### src/source/portalPkg.sv
package portalPkg;

  typedef logic [31:0] dataT;
  typedef logic [5:0]  idT;
  typedef logic [4:0]  offsetT;
  typedef logic [4:0]  beatCountT;   // 1 to 16

  typedef enum logic {
    indicationPortal,
    requestPortal
  } portalSelE;

  typedef enum logic [4:0] {
    intrStatus  = 5'h00,
    intrEnable  = 5'h04,
    numTiles    = 5'h08,
    queueStatus = 5'h0C,
    portalId    = 5'h10,
    numPortals  = 5'h14
  } ctrlRegE;

  typedef struct packed {
    logic [12:0] addr;
    idT          id;
    logic [3:0]  len;
  } axiAddrT;

  typedef struct packed {
    dataT data;
    logic last;
  } axiWDataT;

  typedef struct packed {
    dataT data;
    idT   id;
    logic last;
  } axiRDataT;

  typedef struct packed {
    idT         id;
    logic [1:0] resp;
  } axiBRespT;

  typedef struct packed {
    portalSelE portal;
    logic      isCtrl;
    offsetT    offset;   // Start offset within the page
    beatCountT count;
    idT        id;
  } burstReqT;

  typedef struct packed {
    portalSelE portal;
    logic      isCtrl;
    offsetT    offset;
    idT        id;
    logic      last;
  } beatT;

  localparam dataT CtrlDefault = 32'h005A05A0;
  localparam dataT NumTiles = 32'd1;
  localparam dataT NumPortals = 32'd2;
  localparam dataT IndPortalId = 32'd5;
  localparam dataT ReqPortalId = 32'd6;
  localparam offsetT BeatStride = 5'd4;
  localparam logic [1:0] RespOkay = 2'b00;

endpackage
### src/source/portalTop.sv
`timescale 1ns/1ps

module portalTop #(
  parameter int FifoDepth = 2
) (
  input  logic                CLK,
  input  logic                RST_N,
  input  portalPkg::axiAddrT  ar,
  input  logic                arValid,
  output logic                arReady,
  input  portalPkg::axiAddrT  aw,
  input  logic                awValid,
  output logic                awReady,
  input  portalPkg::axiWDataT w,
  input  logic                wValid,
  output logic                wReady,
  output portalPkg::axiRDataT r,
  output logic                rValid,
  input  logic                rReady,
  output portalPkg::axiBRespT b,
  output logic                bValid,
  input  logic                bReady,
  output portalPkg::dataT     req,
  output logic                reqLast,
  output logic                reqValid,
  input  logic                reqReady,
  input  portalPkg::dataT     ind,
  input  logic                indValid,
  output logic                indReady,
  output logic                irq
);

  import portalPkg::*;

  burstReqT rdBurst;
  burstReqT wrBurst;
  logic rdBurstValid;
  logic rdBurstReady;
  logic wrBurstValid;
  logic wrBurstReady;
  beatT rdBeat;
  beatT wrBeat;
  logic rdBeatValid;
  logic rdBeatReady;
  logic wrBeatValid;
  logic wrBeatReady;
  logic indWaiting;
  logic intrEnable;

  // Portal on bit 12, control page when bits 11:5 are clear
  function automatic burstReqT decodeAddr(axiAddrT a);
    burstReqT d;
    d.portal = portalSelE'(a.addr[12]);
    d.isCtrl = a.addr[11:5] == '0;
    d.offset = a.addr[4:0];
    d.count = beatCountT'(a.len) + 1'b1;
    d.id = a.id;
    return d;
  endfunction

  portalFifo #(.FifoDepth(FifoDepth), .entryT(burstReqT)) arFifo (
    .CLK(CLK), .RST_N(RST_N),
    .inData(decodeAddr(ar)), .inValid(arValid), .inReady(arReady),
    .outData(rdBurst), .outValid(rdBurstValid), .outReady(rdBurstReady)
  );

  portalFifo #(.FifoDepth(FifoDepth), .entryT(burstReqT)) awFifo (
    .CLK(CLK), .RST_N(RST_N),
    .inData(decodeAddr(aw)), .inValid(awValid), .inReady(awReady),
    .outData(wrBurst), .outValid(wrBurstValid), .outReady(wrBurstReady)
  );

  burstSequencer rdSeq (
    .CLK(CLK), .RST_N(RST_N),
    .burst(rdBurst), .burstValid(rdBurstValid), .burstReady(rdBurstReady),
    .beat(rdBeat), .beatValid(rdBeatValid), .beatReady(rdBeatReady)
  );

  burstSequencer wrSeq (
    .CLK(CLK), .RST_N(RST_N),
    .burst(wrBurst), .burstValid(wrBurstValid), .burstReady(wrBurstReady),
    .beat(wrBeat), .beatValid(wrBeatValid), .beatReady(wrBeatReady)
  );

  portalReadPath #(.FifoDepth(FifoDepth)) readPath (
    .CLK(CLK), .RST_N(RST_N),
    .beat(rdBeat), .beatValid(rdBeatValid), .beatReady(rdBeatReady),
    .intrEnable(intrEnable), .reqReadyIn(reqReady),
    .ind(ind), .indValid(indValid), .indReady(indReady), .indWaiting(indWaiting),
    .r(r), .rValid(rValid), .rReady(rReady)
  );

  portalWritePath #(.FifoDepth(FifoDepth)) writePath (
    .CLK(CLK), .RST_N(RST_N),
    .beat(wrBeat), .beatValid(wrBeatValid), .beatReady(wrBeatReady),
    .w(w), .wValid(wValid), .wReady(wReady),
    .indWaiting(indWaiting), .intrEnable(intrEnable),
    .req(req), .reqLast(reqLast), .reqValid(reqValid), .reqReady(reqReady),
    .b(b), .bValid(bValid), .bReady(bReady)
  );

  assign irq = indWaiting && intrEnable;

endmodule

### src/source/portalWritePath.sv
`timescale 1ns/1ps

module portalWritePath #(
  parameter int FifoDepth = 2
) (
  input  logic                CLK,
  input  logic                RST_N,
  input  portalPkg::beatT     beat,
  input  logic                beatValid,
  output logic                beatReady,
  input  portalPkg::axiWDataT w,
  input  logic                wValid,
  output logic                wReady,
  input  logic                indWaiting,
  output logic                intrEnable,
  output portalPkg::dataT     req,
  output logic                reqLast,
  output logic                reqValid,
  input  logic                reqReady,
  output portalPkg::axiBRespT b,
  output logic                bValid,
  input  logic                bReady
);

  import portalPkg::*;

  dataT wordOut;
  logic dataValid;
  logic bInReady;
  logic isReq;
  logic canGo;
  logic execute;
  axiBRespT bResp;

  portalFifo #(.FifoDepth(FifoDepth), .entryT(dataT)) dataFifo (
    .CLK(CLK),
    .RST_N(RST_N),
    .inData(w.data),
    .inValid(wValid),
    .inReady(wReady),
    .outData(wordOut),
    .outValid(dataValid),
    .outReady(execute)
  );

  assign isReq = !beat.isCtrl && (beat.portal == requestPortal);
  // Last beat also needs room for its B response
  assign canGo = beatValid && dataValid && (!beat.last || bInReady);
  assign execute = canGo && (!isReq || reqReady);
  assign beatReady = execute;

  assign req = wordOut;
  assign reqLast = beat.offset != '0;
  assign reqValid = canGo && isReq;

  always_ff @(posedge CLK) begin
    if (!RST_N)
      intrEnable <= 1'b0;
    else if (execute && beat.isCtrl && (beat.offset == portalPkg::intrEnable))
      intrEnable <= wordOut[0];
  end

  assign bResp = '{id: beat.id, resp: RespOkay};

  portalFifo #(.FifoDepth(FifoDepth), .entryT(axiBRespT)) bFifo (
    .CLK(CLK),
    .RST_N(RST_N),
    .inData(bResp),
    .inValid(execute && beat.last),
    .inReady(bInReady),
    .outData(b),
    .outValid(bValid),
    .outReady(bReady)
  );

endmodule

### src/source/portalReadPath.sv
`timescale 1ns/1ps

module portalReadPath #(
  parameter int FifoDepth = 2
) (
  input  logic                CLK,
  input  logic                RST_N,
  input  portalPkg::beatT     beat,
  input  logic                beatValid,
  output logic                beatReady,
  input  logic                intrEnable,
  input  logic                reqReadyIn,
  input  portalPkg::dataT     ind,
  input  logic                indValid,
  output logic                indReady,
  output logic                indWaiting,
  output portalPkg::axiRDataT r,
  output logic                rValid,
  input  logic                rReady
);

  import portalPkg::*;

  beatT beatQ;
  logic stageValid;
  logic isPop;
  logic respReady;
  logic execute;
  dataT word;
  axiRDataT resp;

  assign indWaiting = indValid;
  assign isPop = !beatQ.isCtrl && (beatQ.portal == indicationPortal) && (beatQ.offset == 5'h00);
  assign execute = stageValid && respReady && (!isPop || indValid);
  assign indReady = stageValid && isPop && respReady;
  assign beatReady = !stageValid || execute;

  always_ff @(posedge CLK) begin
    if (!RST_N)
      stageValid <= 1'b0;
    else if (beatReady)
      stageValid <= beatValid;
  end

  always_ff @(posedge CLK) begin
    if (beatValid && beatReady)
      beatQ <= beat;
  end

  always_comb begin
    word = '0;
    if (beatQ.isCtrl) begin
      case (beatQ.offset)
        intrStatus:  word = {31'd0, indWaiting && intrEnable};   // Pending interrupt
        numTiles:    word = NumTiles;
        queueStatus: word = {31'd0, indWaiting};
        portalId:    word = (beatQ.portal == requestPortal) ? ReqPortalId : IndPortalId;
        numPortals:  word = NumPortals;
        default:     word = CtrlDefault;
      endcase
    end else if (beatQ.portal == indicationPortal) begin
      if (beatQ.offset == 5'h00)
        word = ind;
      else if (beatQ.offset == 5'h04)
        word = {31'd0, indWaiting};
    end else if (beatQ.offset == 5'h04) begin
      word = {31'd0, reqReadyIn};   // Request stream can take a word
    end
  end

  assign resp = '{data: word, id: beatQ.id, last: beatQ.last};

  portalFifo #(.FifoDepth(FifoDepth), .entryT(axiRDataT)) respFifo (
    .CLK(CLK),
    .RST_N(RST_N),
    .inData(resp),
    .inValid(execute),
    .inReady(respReady),
    .outData(r),
    .outValid(rValid),
    .outReady(rReady)
  );

endmodule

### src/source/burstSequencer.sv
`timescale 1ns/1ps

module burstSequencer (
  input  logic                CLK,
  input  logic                RST_N,
  input  portalPkg::burstReqT burst,
  input  logic                burstValid,
  output logic                burstReady,
  output portalPkg::beatT     beat,
  output logic                beatValid,
  input  logic                beatReady
);

  import portalPkg::*;

  burstReqT cur;   // Offset and count advance with each beat
  logic active;
  logic takeBurst;
  logic takeBeat;

  assign takeBurst = burstValid && burstReady;
  assign takeBeat = beatValid && beatReady;

  // Next burst only once the final beat is gone
  assign burstReady = !active;
  assign beatValid = active;

  always_comb begin
    beat.portal = cur.portal;
    beat.isCtrl = cur.isCtrl;
    beat.offset = cur.offset;
    beat.id = cur.id;
    beat.last = cur.count == beatCountT'(1);
  end

  always_ff @(posedge CLK) begin
    if (!RST_N)
      active <= 1'b0;
    else if (takeBurst)
      active <= 1'b1;
    else if (takeBeat && beat.last)
      active <= 1'b0;
  end

  always_ff @(posedge CLK) begin
    if (takeBurst) begin
      cur <= burst;
    end else if (takeBeat) begin
      cur.offset <= cur.offset + BeatStride;   // Wraps inside the page
      cur.count <= cur.count - 1'b1;
    end
  end

endmodule

### src/source/portalFifo.sv
`timescale 1ns/1ps

module portalFifo #(
  parameter int FifoDepth = 2,
  parameter type entryT = logic
) (
  input  logic  CLK,
  input  logic  RST_N,
  input  entryT inData,
  input  logic  inValid,
  output logic  inReady,
  output entryT outData,
  output logic  outValid,
  input  logic  outReady
);

  localparam int PtrW = (FifoDepth > 1) ? $clog2(FifoDepth) : 1;
  localparam int CntW = $clog2(FifoDepth + 1);

  entryT mem [FifoDepth];
  logic [PtrW-1:0] wrPtr;
  logic [PtrW-1:0] rdPtr;
  logic [CntW-1:0] count;
  logic running;   // Low through reset, keeps inReady down
  logic push;
  logic pop;

  function automatic logic [PtrW-1:0] nextPtr(logic [PtrW-1:0] ptr);
    return (ptr == PtrW'(FifoDepth - 1)) ? '0 : ptr + 1'b1;
  endfunction

  assign push = inValid && inReady;
  assign pop = outValid && outReady;
  assign inReady = running && (count != CntW'(FifoDepth));
  assign outValid = count != '0;
  assign outData = mem[rdPtr];

  always_ff @(posedge CLK) begin
    if (!RST_N) begin
      wrPtr <= '0;
      rdPtr <= '0;
      count <= '0;
      running <= 1'b0;
    end else begin
      running <= 1'b1;
      if (push)
        wrPtr <= nextPtr(wrPtr);
      if (pop)
        rdPtr <= nextPtr(rdPtr);
      if (push && !pop)
        count <= count + 1'b1;
      else if (pop && !push)
        count <= count - 1'b1;
    end
  end

  always_ff @(posedge CLK) begin
    if (push)
      mem[wrPtr] <= inData;
  end

endmodule

### config.mk
export PLATFORM = sky130hd
export DESIGN_NAME = portalTop
export DESIGN_NICKNAME = d
export VERILOG_FILES = /design/src/source/portalPkg.sv /design/src/source/portalTop.sv /design/src/source/portalWritePath.sv /design/src/source/portalReadPath.sv /design/src/source/burstSequencer.sv /design/src/source/portalFifo.sv
export SDC_FILE = /design/constraint.sdc
export NUM_CORES = 1
export LEC_CHECK = 0
export ABC_AREA = 0
export ABC_CLOCK_PERIOD_IN_PS = 2880
export BUFFER_PORTS_ARGS = -buffer_cell sky130_fd_sc_hd__buf_2
export CORE_MARGIN = 2
export CORE_UTILIZATION = 50
export DETAILED_ROUTE_END_ITERATION = 16
export HOLD_SLACK_MARGIN = 0.06
export PLACE_DENSITY = 0.75
export SLEW_MARGIN = 10
export SYNTH_ARGS = -nofsm -noshare
export SYNTH_HDL_FRONTEND = slang
export SYNTH_SLANG_ARGS = --single-unit
### constraint.sdc
create_clock -name CLK -period 2.88 [get_ports CLK]
set_input_delay 0 -clock CLK [delete_from_list [all_inputs] [get_ports CLK]]
set_output_delay 0 -clock CLK [all_outputs]
set_load 0.005 [all_outputs]
==> results of run 1 <==
worst paths after layout:
check,start,endpoint,slack [ns],cells after the start
worst max-delay path,wrSeq.cur[7]$_DFFE_PP_,writePath.dataFifo.count[1]$_SDFFE_PN0P_,0.47,8
worst min-delay path,ar[13],arFifo.mem[1][14]$_DFFE_PP_,0.18,2
worst max register to register,wrSeq.cur[7]$_DFFE_PP_,writePath.dataFifo.count[1]$_SDFFE_PN0P_,0.47,8
worst min register to register,rdSeq.beat[3]$_DFFE_PP_,readPath.beatQ[3]$_DFFE_PP_,0.42,0
power groups by stage:
stage	Combinational, mW	Sequential (mW)	Clock (mW)
after global routing	3.03	6.38	4.01
after CTS	2.73	6.29	3.83
after floorplan	1.87	6.14	0
final	2.71	6.28	3.76
after global placement	2.52	6.33	0
after detailed placement	2.59	6.37	0
sequential cells by signal, indices dropped and copies added (netlist names), 2 cells and up, named ones only:
name	flops
writePath.bFifo.count	2
writePath.dataFifo.count	2
awFifo.mem	36
arFifo.mem	36
wrSeq.beat	13
rdSeq.beat	13
readPath.respFifo.mem	78
arFifo.count	2
awFifo.count	2
writePath.dataFifo.mem	64
wrSeq.cur	5
rdSeq.cur	5
readPath.beatQ	14
writePath.bFifo.mem	12
readPath.respFifo.count	2
cells in the final DEF (no fill, tap or decap), types with 15 or more instances in the layout:
master	Yosys	final
mux2_2	93	93
nor2_1	36	33
nand2_1	25	25
dlygate4sd3_1	0	110
buf_4	2	17
edfxtp_1	276	276
dfxtp_1	30	29
a21oi_1	17	17
xor2_1	21	21
clkbuf_16	0	31
ha_1	15	15
inv_1	22	22
buf_2	0	204
mux2i_1	16	16
and3_1	25	25
routing by layer:
| metal | vias to the layer above | track usage | share of wire |
|---|---|---|---|
| met5 | - | 0 | 0 |
| met4 | 0 | 0.0631 | 0.029 |
| met3 | 49 | 0.0348 | 0.056 |
| met2 | 198 | 0.334 | 0.51 |
| met1 | 3374 | 0.225 | 0.41 |
| li1 | 3387 | - | - |
cell families after synthesis:
group,after synthesis,share of synthesized area
other cells,1,0.000315
buf+inv,51,0.0167
xor+xnor,29,0.0213
mux,109,0.101
fa+ha+maj,15,0.0157
flops,306,0.746
compound gates,65,0.0359
simple gates,144,0.0628
worst max-delay path, stage by stage, from the launching register on:
cell and delay, ns:
edfxtp_1 0.38, inv_1 0.09, ha_1 0.14, or4b_1 0.52, a21o_1 0.22, nand2b_1 0.19, ha_1 0.31, or3_1 0.35
a21oi_1 0.13
per-stage QoR:
step | power [mW] | setup slack [ns] | utilization
global route | 13.4 | 0.307 | 0.660
global placement | 8.85 | 0.555 | 0.572
detailed placement | 8.96 | 0.457 | 0.572
floorplan | 8.01 | 0.247 | -
CTS | 12.8 | 0.447 | 0.660
finish | 12.7 | 0.468 | 0.660
layout make-up:
type                       instances  share of cell area
tap                              319              0.0258
inverter                          22             0.00535
antenna                            1            0.000162
clock buffer                      34              0.0510
clock inverter                    19              0.0106
multi-input combinational        364               0.186
sequential                       306               0.576
timing repair buffer             331               0.146
what timing repair did:
item | CTS | global route
hold endpoints to repair | 220 | 0
hold buffers | 110 | 0
setup endpoints to repair | 0 | 0
==> flow_summary.json, run 1 <==
{
  "worstSetupEndpointType": "register",
  "fin_crit_sh": 0.838,
  "clkTransAtPathRegs_ns": 0.06,
  "post_cts_buffers": 0,
  "cts.repair.resized": 0,
  "drt_iter0_drc": 428,
  "regArea_um2": 8890,
  "grt_start_max_net_pins": 40,
  "multiInputGateArea_um2": 2870,
  "synthArstFlopShare": 0,
  "critical_path_class": "register to register",
  "drc": 0,
  "avgRoutedWirePerCell_um": 16.9,
  "synth_most_common_cell": "edfxtp_1",
  "synth_top_area_cell": "edfxtp_1",
  "gp_congestion": 0.840,
  "synth_warnings": 0,
  "cts_buffers": 30,
  "yosys_register_bits": 306,
  "io_pins": 208,
  "grt_pass1_wl_mm": 36.0,
  "avgSynthCellArea_um2": 16.6,
  "cts_tree": "yes",
  "n_fill_cell": 1657,
  "dp_cells": 1232,
  "crit_required_ns": 3.34,
  "dpl.hpwl_mm": 14.4,
  "relSlewSlack": 0.327,
  "grt.overflow.total": 0,
  "holdWs_ns": 0.182,
  "hold_class": "input port to register",
  "combPwrFrac": 0.212,
  "viasPerCell": 5.02,
  "setup_viol": 0,
  "die_area_um2": 25100,
  "worst-slew-pin-transition_ns": 1.01,
  "num_vias": 7008,
  "rsz0062_at_grt": "false",
  "synth_edf_count": 276,
  "cp-start-kind": "register",
  "p_switching_mw": 3.43,
  "syn_area_um2": 11900,
  "maxSlewViolCount": 0,
  "yosysUniqueCellTypes": 43,
  "synth_seq_area_share": 0.746,
  "die_h_um": 158,
  "synth.area.top_cells": "edfxtp_1 70%, mux2_2 8.8%, dfxtp_1 5.0%, ha_1 1.6%, xor2_1 1.5%",
  "cp_max_fo": 4,
  "power_leakage_nw": 5.92,
  "switching_share": 0.269,
  "min_period_ns": 2.41,
  "clk_path_buf_depth": 3,
  "ys.flop_type": "edfxtp_1",
  "numPortBuffers": 204,
  "row_count": 56,
  "ir_drop_mv": 0.391,
  "htreeDepth": 1,
  "dpl_cell_area_um2": 13400,
  "fmax_mhz": 415,
  "cts.sinks": 306,
  "antenna_found_initial": 0,
  "grt_pass1_vias": 7174,
  "finalHoldViolCount": 0,
  "stdcell_count": 1396,
  "syn_to_final_growth_pct": 29.6,
  "root_buffer": "clkbuf_16",
  "final_area_um2": 15400,
  "status": "finished clean",
  "tns_ns": 0,
  "grt_usage": 0.186,
  "antenna_left": 0,
  "p_clk_frac": 0.295,
  "p_per_area_nw_per_um2": 825,
  "drive_gt1_frac": 0.343,
  "crit_arrival_ns": 2.88,
  "core_um2": 23400,
  "wirelength_mm": 23.7,
  "yosysTopAreaCellShare": 0.696,
  "seq_power_share": 0.493,
  "finClkSkew_ns": 0.00856,
  "worstSkewPairLatency_ns": 0.54,
  "num-nets-final": 1190,
  "maxCapViolations": 0,
  "synthCells": 720,
  "start_util": 0.509,
  "drtPass1Iterations": 5,
  "p_int_mw": 9.32,
  "dieWidth_um": 158,
  "ys_top_cells_by_count": "276 x edfxtp_1, 93 x mux2_2, 36 x nor2_1"
}
No activity file was read; power rests on OpenSTA's default activity.
==> run 2: changes to the inputs <==
--- a/config.mk
+++ b/config.mk
@@ -5,8 +5,8 @@
 export SDC_FILE = /design/constraint.sdc
 export NUM_CORES = 1
 export LEC_CHECK = 0
-export ABC_AREA = 0
-export ABC_CLOCK_PERIOD_IN_PS = 2880
+export ABC_AREA = 1
+export ABC_CLOCK_PERIOD_IN_PS = 2200
 export BUFFER_PORTS_ARGS = -buffer_cell sky130_fd_sc_hd__buf_2
 export CORE_MARGIN = 2
 export CORE_UTILIZATION = 50
==> constraint.sdc (replaced) <==
create_clock -name CLK -period 2.2 [get_ports CLK]
set_input_delay 0 -clock CLK [delete_from_list [all_inputs] [get_ports CLK]]
set_output_delay 0 -clock CLK [all_outputs]
set_load 0.005 [all_outputs]
==> run 2 against run 1 <==
  * Final area is 1.4% higher
  * Clock power is 42% higher
  * Final cell count is 9.7% higher
  * Critical path depth is 2 lower
  * Power is 36% higher
  * Worst setup slack worse by 0.22 ns
  * First-iteration DRC count is 14% lower
  * Via count is 6.3% higher
  * Critical endpoint is now indReady
==> flow_summary.json, run 2 <==
{
  "holdWs_ns": 0.111,
  "r2r-start": "wrSeq.cur[7]$_DFFE_PP_",
  "dieWidth_um": 159,
  "wirelength_mm": 24.3,
  "worstSetupEndpointType": "primary output",
  "cp_max_fo": 4,
  "synth_top_area_cell": "edfxtp_1",
  "layout_commonest_cell": "edfxtp_1",
  "p_per_area_nw_per_um2": 1100,
  "dpl_cell_area_um2": 13500,
  "maxCapViolations": 0,
  "gp_congestion": 0.805,
  "avgSynthCellArea_um2": 14.2,
  "synthArstFlopShare": 0,
  "reg_top3": "readPath.respFifo.mem x78, writePath.dataFifo.mem x64",
  "hold_class": "input port to register",
  "stdcell_count": 1531,
  "drc": 0,
  "dpl.hpwl_mm": 15.4,
  "clk_path_buf_depth": 3,
  "drive_gt1_frac": 0.309,
  "cts.sinks": 306,
  "synth.area.top_cells": "edfxtp_1 69%, mux2_2 6.3%, dfxtp_1 5.0%, nand2_1 4.7%, inv_1 2.1%",
  "clkTransAtPathRegs_ns": 0.06,
  "viasPerCell": 4.86,
  "syn_to_final_growth_pct": 30.4,
  "min_period_ns": 1.95,
  "die_area_um2": 25300,
  "rr_endpoint": "writePath.bFifo.count[1]$_SDFFE_PN0P_",
  "drtPass1Iterations": 5,
  "diodes": 0,
  "ir_drop_mv": 0.746,
  "antenna_left": 0,
  "crit_required_ns": 2.20,
  "avgRoutedWirePerCell_um": 15.9,
  "synth_edf_count": 276,
  "core_um2": 23500,
  "largest_reg_flops": 78,
  "yosys_register_bits": 306,
  "critical_path_class": "register to primary output",
  "final_area_um2": 15700,
  "grt.overflow.total": 0,
  "worst-slew-pin-transition_ns": 0.580,
  "finalHoldViolCount": 0,
  "fmax_mhz": 512,
  "ys.flop_type": "edfxtp_1",
  "finClkSkew_ns": 0.0147,
  "num_vias": 7446,
  "setup_slack_ns": 0.245,
  "yosysUniqueCellTypes": 41,
  "yosysTopAreaCellShare": 0.690,
  "relSlewSlack": 0.612,
  "row_count": 56,
  "worst_r2r_path_depth": 11,
  "synth_most_common_cell": "edfxtp_1",
  "grt_usage": 0.188,
  "htreeDepth": 1,
  "fin_crit_sh": 0.889,
  "ys_top_cells_by_count": "276 x edfxtp_1, 151 x nand2_1, 68 x inv_1",
  "start_util": 0.510,
  "rsz0062_at_grt": "false",
  "synth_seq_area_share": 0.740,
  "crit_arrival_ns": 1.95,
  "die_h_um": 159,
  "num-nets-final": 1322,
  "setup_viol": 0,
  "post_cts_buffers": 0,
  "status": "finished clean",
  "preCtsSetupSlack_ns": 0.234,
  "synthCells": 846,
  "cts_tree": "yes",
  "antenna_found_initial": 0,
  "grt_start_max_net_pins": 41,
  "synth_warnings": 0,
  "root_buffer": "clkbuf_16",
  "grt_pass1_vias": 7753,
  "cts_buffers": 31,
  "power_leakage_nw": 6.25,
  "min_from": "reqReady",
  "cp-start-kind": "register",
  "dp_cells": 1365,
  "whs_endpoint": "writePath.dataFifo.rdPtr$_SDFFE_PN0P_",
  "maxSlewViolCount": 0,
  "worstSkewPairLatency_ns": 0.56,
  "rrSetupSlack_ns": 0.25,
  "regMostFlops": "readPath.respFifo.mem",
  "io_pins": 208,
  "syn_area_um2": 12000,
  "drt_iter0_drc": 370,
  "hold_depth": 6,
  "numPortBuffers": 204,
  "grt_pass1_wl_mm": 38.3,
  "most-common-layout-cells": "276 x edfxtp_1, 204 x buf_2, 151 x nand2_1",
  "fin_util": 0.665
}
## run 2: cell type report
| type | count | area (um2) |
|---|---|---|
| clock buffers | 35 | 801 |
| multi-input cells | 438 | 2740 |
| fillers | 1674 | 7880 |
| flip-flops and latches | 306 | 8890 |
| well taps | 319 | 399 |
| repair buffers | 332 | 2290 |
| clock inverters | 23 | 253 |
| inverters | 78 | 293 |
## run 2: critical path, cell delays in order (launching register included)
cell      delay, ns
edfxtp_1       0.44
nor2_2         0.18
nand2_4        0.09
nor2_8         0.11
nand2_2        0.08
nor4_2         0.30
buf_2          0.19
## run 2: how the worst max path moves through the flow
stage / start / endpoint / slack (ns) / cells after the start
3_5_place_dp: wrSeq.cur[7]$_DFFE_PP_ / writePath.bFifo.count[1]$_SDFFE_PN0P_ / 0.23 / 11
2_1_floorplan: writePath.dataFifo.count[0]$_SDFFE_PN0P_ / writePath.dataFifo.mem[0][0]$_DFFE_PP_ / -0.29 / 4
4_1_cts: readPath.beatQ[10]$_DFFE_PP_ / indReady / 0.04 / 6
5_1_grt: wrSeq.cur[7]$_DFFE_PP_ / writePath.bFifo.count[1]$_SDFFE_PN0P_ / 0.01 / 11
3_3_place_gp: readPath.beatQ[10]$_DFFE_PP_ / readPath.respFifo.count[1]$_SDFFE_PN0P_ / 0.35 / 11
6_report: readPath.beatQ[10]$_DFFE_PP_ / indReady / 0.25 / 6
## run 2: what timing repair did
action                                  CTS  global route
endpoints found under the hold margin   223             0
hold buffers                            108             0
resized for setup                         0             1
endpoints found under the setup margin    0             1
## run 2: cells by family after synthesis
logic type / Yosys count / synth area share
AO/OA/AOI/OAI: 72 / 0.0332
XOR/XNOR: 18 / 0.0131
adder cells (fa/ha/maj): 15 / 0.0156
buffers and inverters: 103 / 0.0348
flip-flops: 306 / 0.740
multiplexers: 76 / 0.0712
other: 1 / 0.000312
AND/OR/NAND/NOR: 255 / 0.0920
## run 2: where the power goes
group / leakage (nW) / total, mW / switching, mW / internal [mW]
clock network: 0.514 / 5.35 / 2.14 / 3.21
registers: 2.80 / 8.08 / 0.451 / 7.62
logic: 2.94 / 3.88 / 2.25 / 1.63
total: 6.25 / 17.3 / 4.84 / 12.5
## run 2: metrics by stage
| step | TNS (ns) | power, mW |
|---|---|---|
| detailed placement | 0 | 11.9 |
| global route | 0 | 18.2 |
| CTS | 0 | 17.4 |
| floorplan | -18.86 | 10.5 |
| global placement | 0 | 11.7 |
| finish | 0 | 17.3 |
## run 2: layer usage
metal,share of wire,GRT usage,up-vias
li1,-,-,3661
met1,0.41,0.224,3528
met2,0.51,0.339,204
met3,0.043,0.0276,53
met4,0.039,0.0826,0
met5,0,0,-
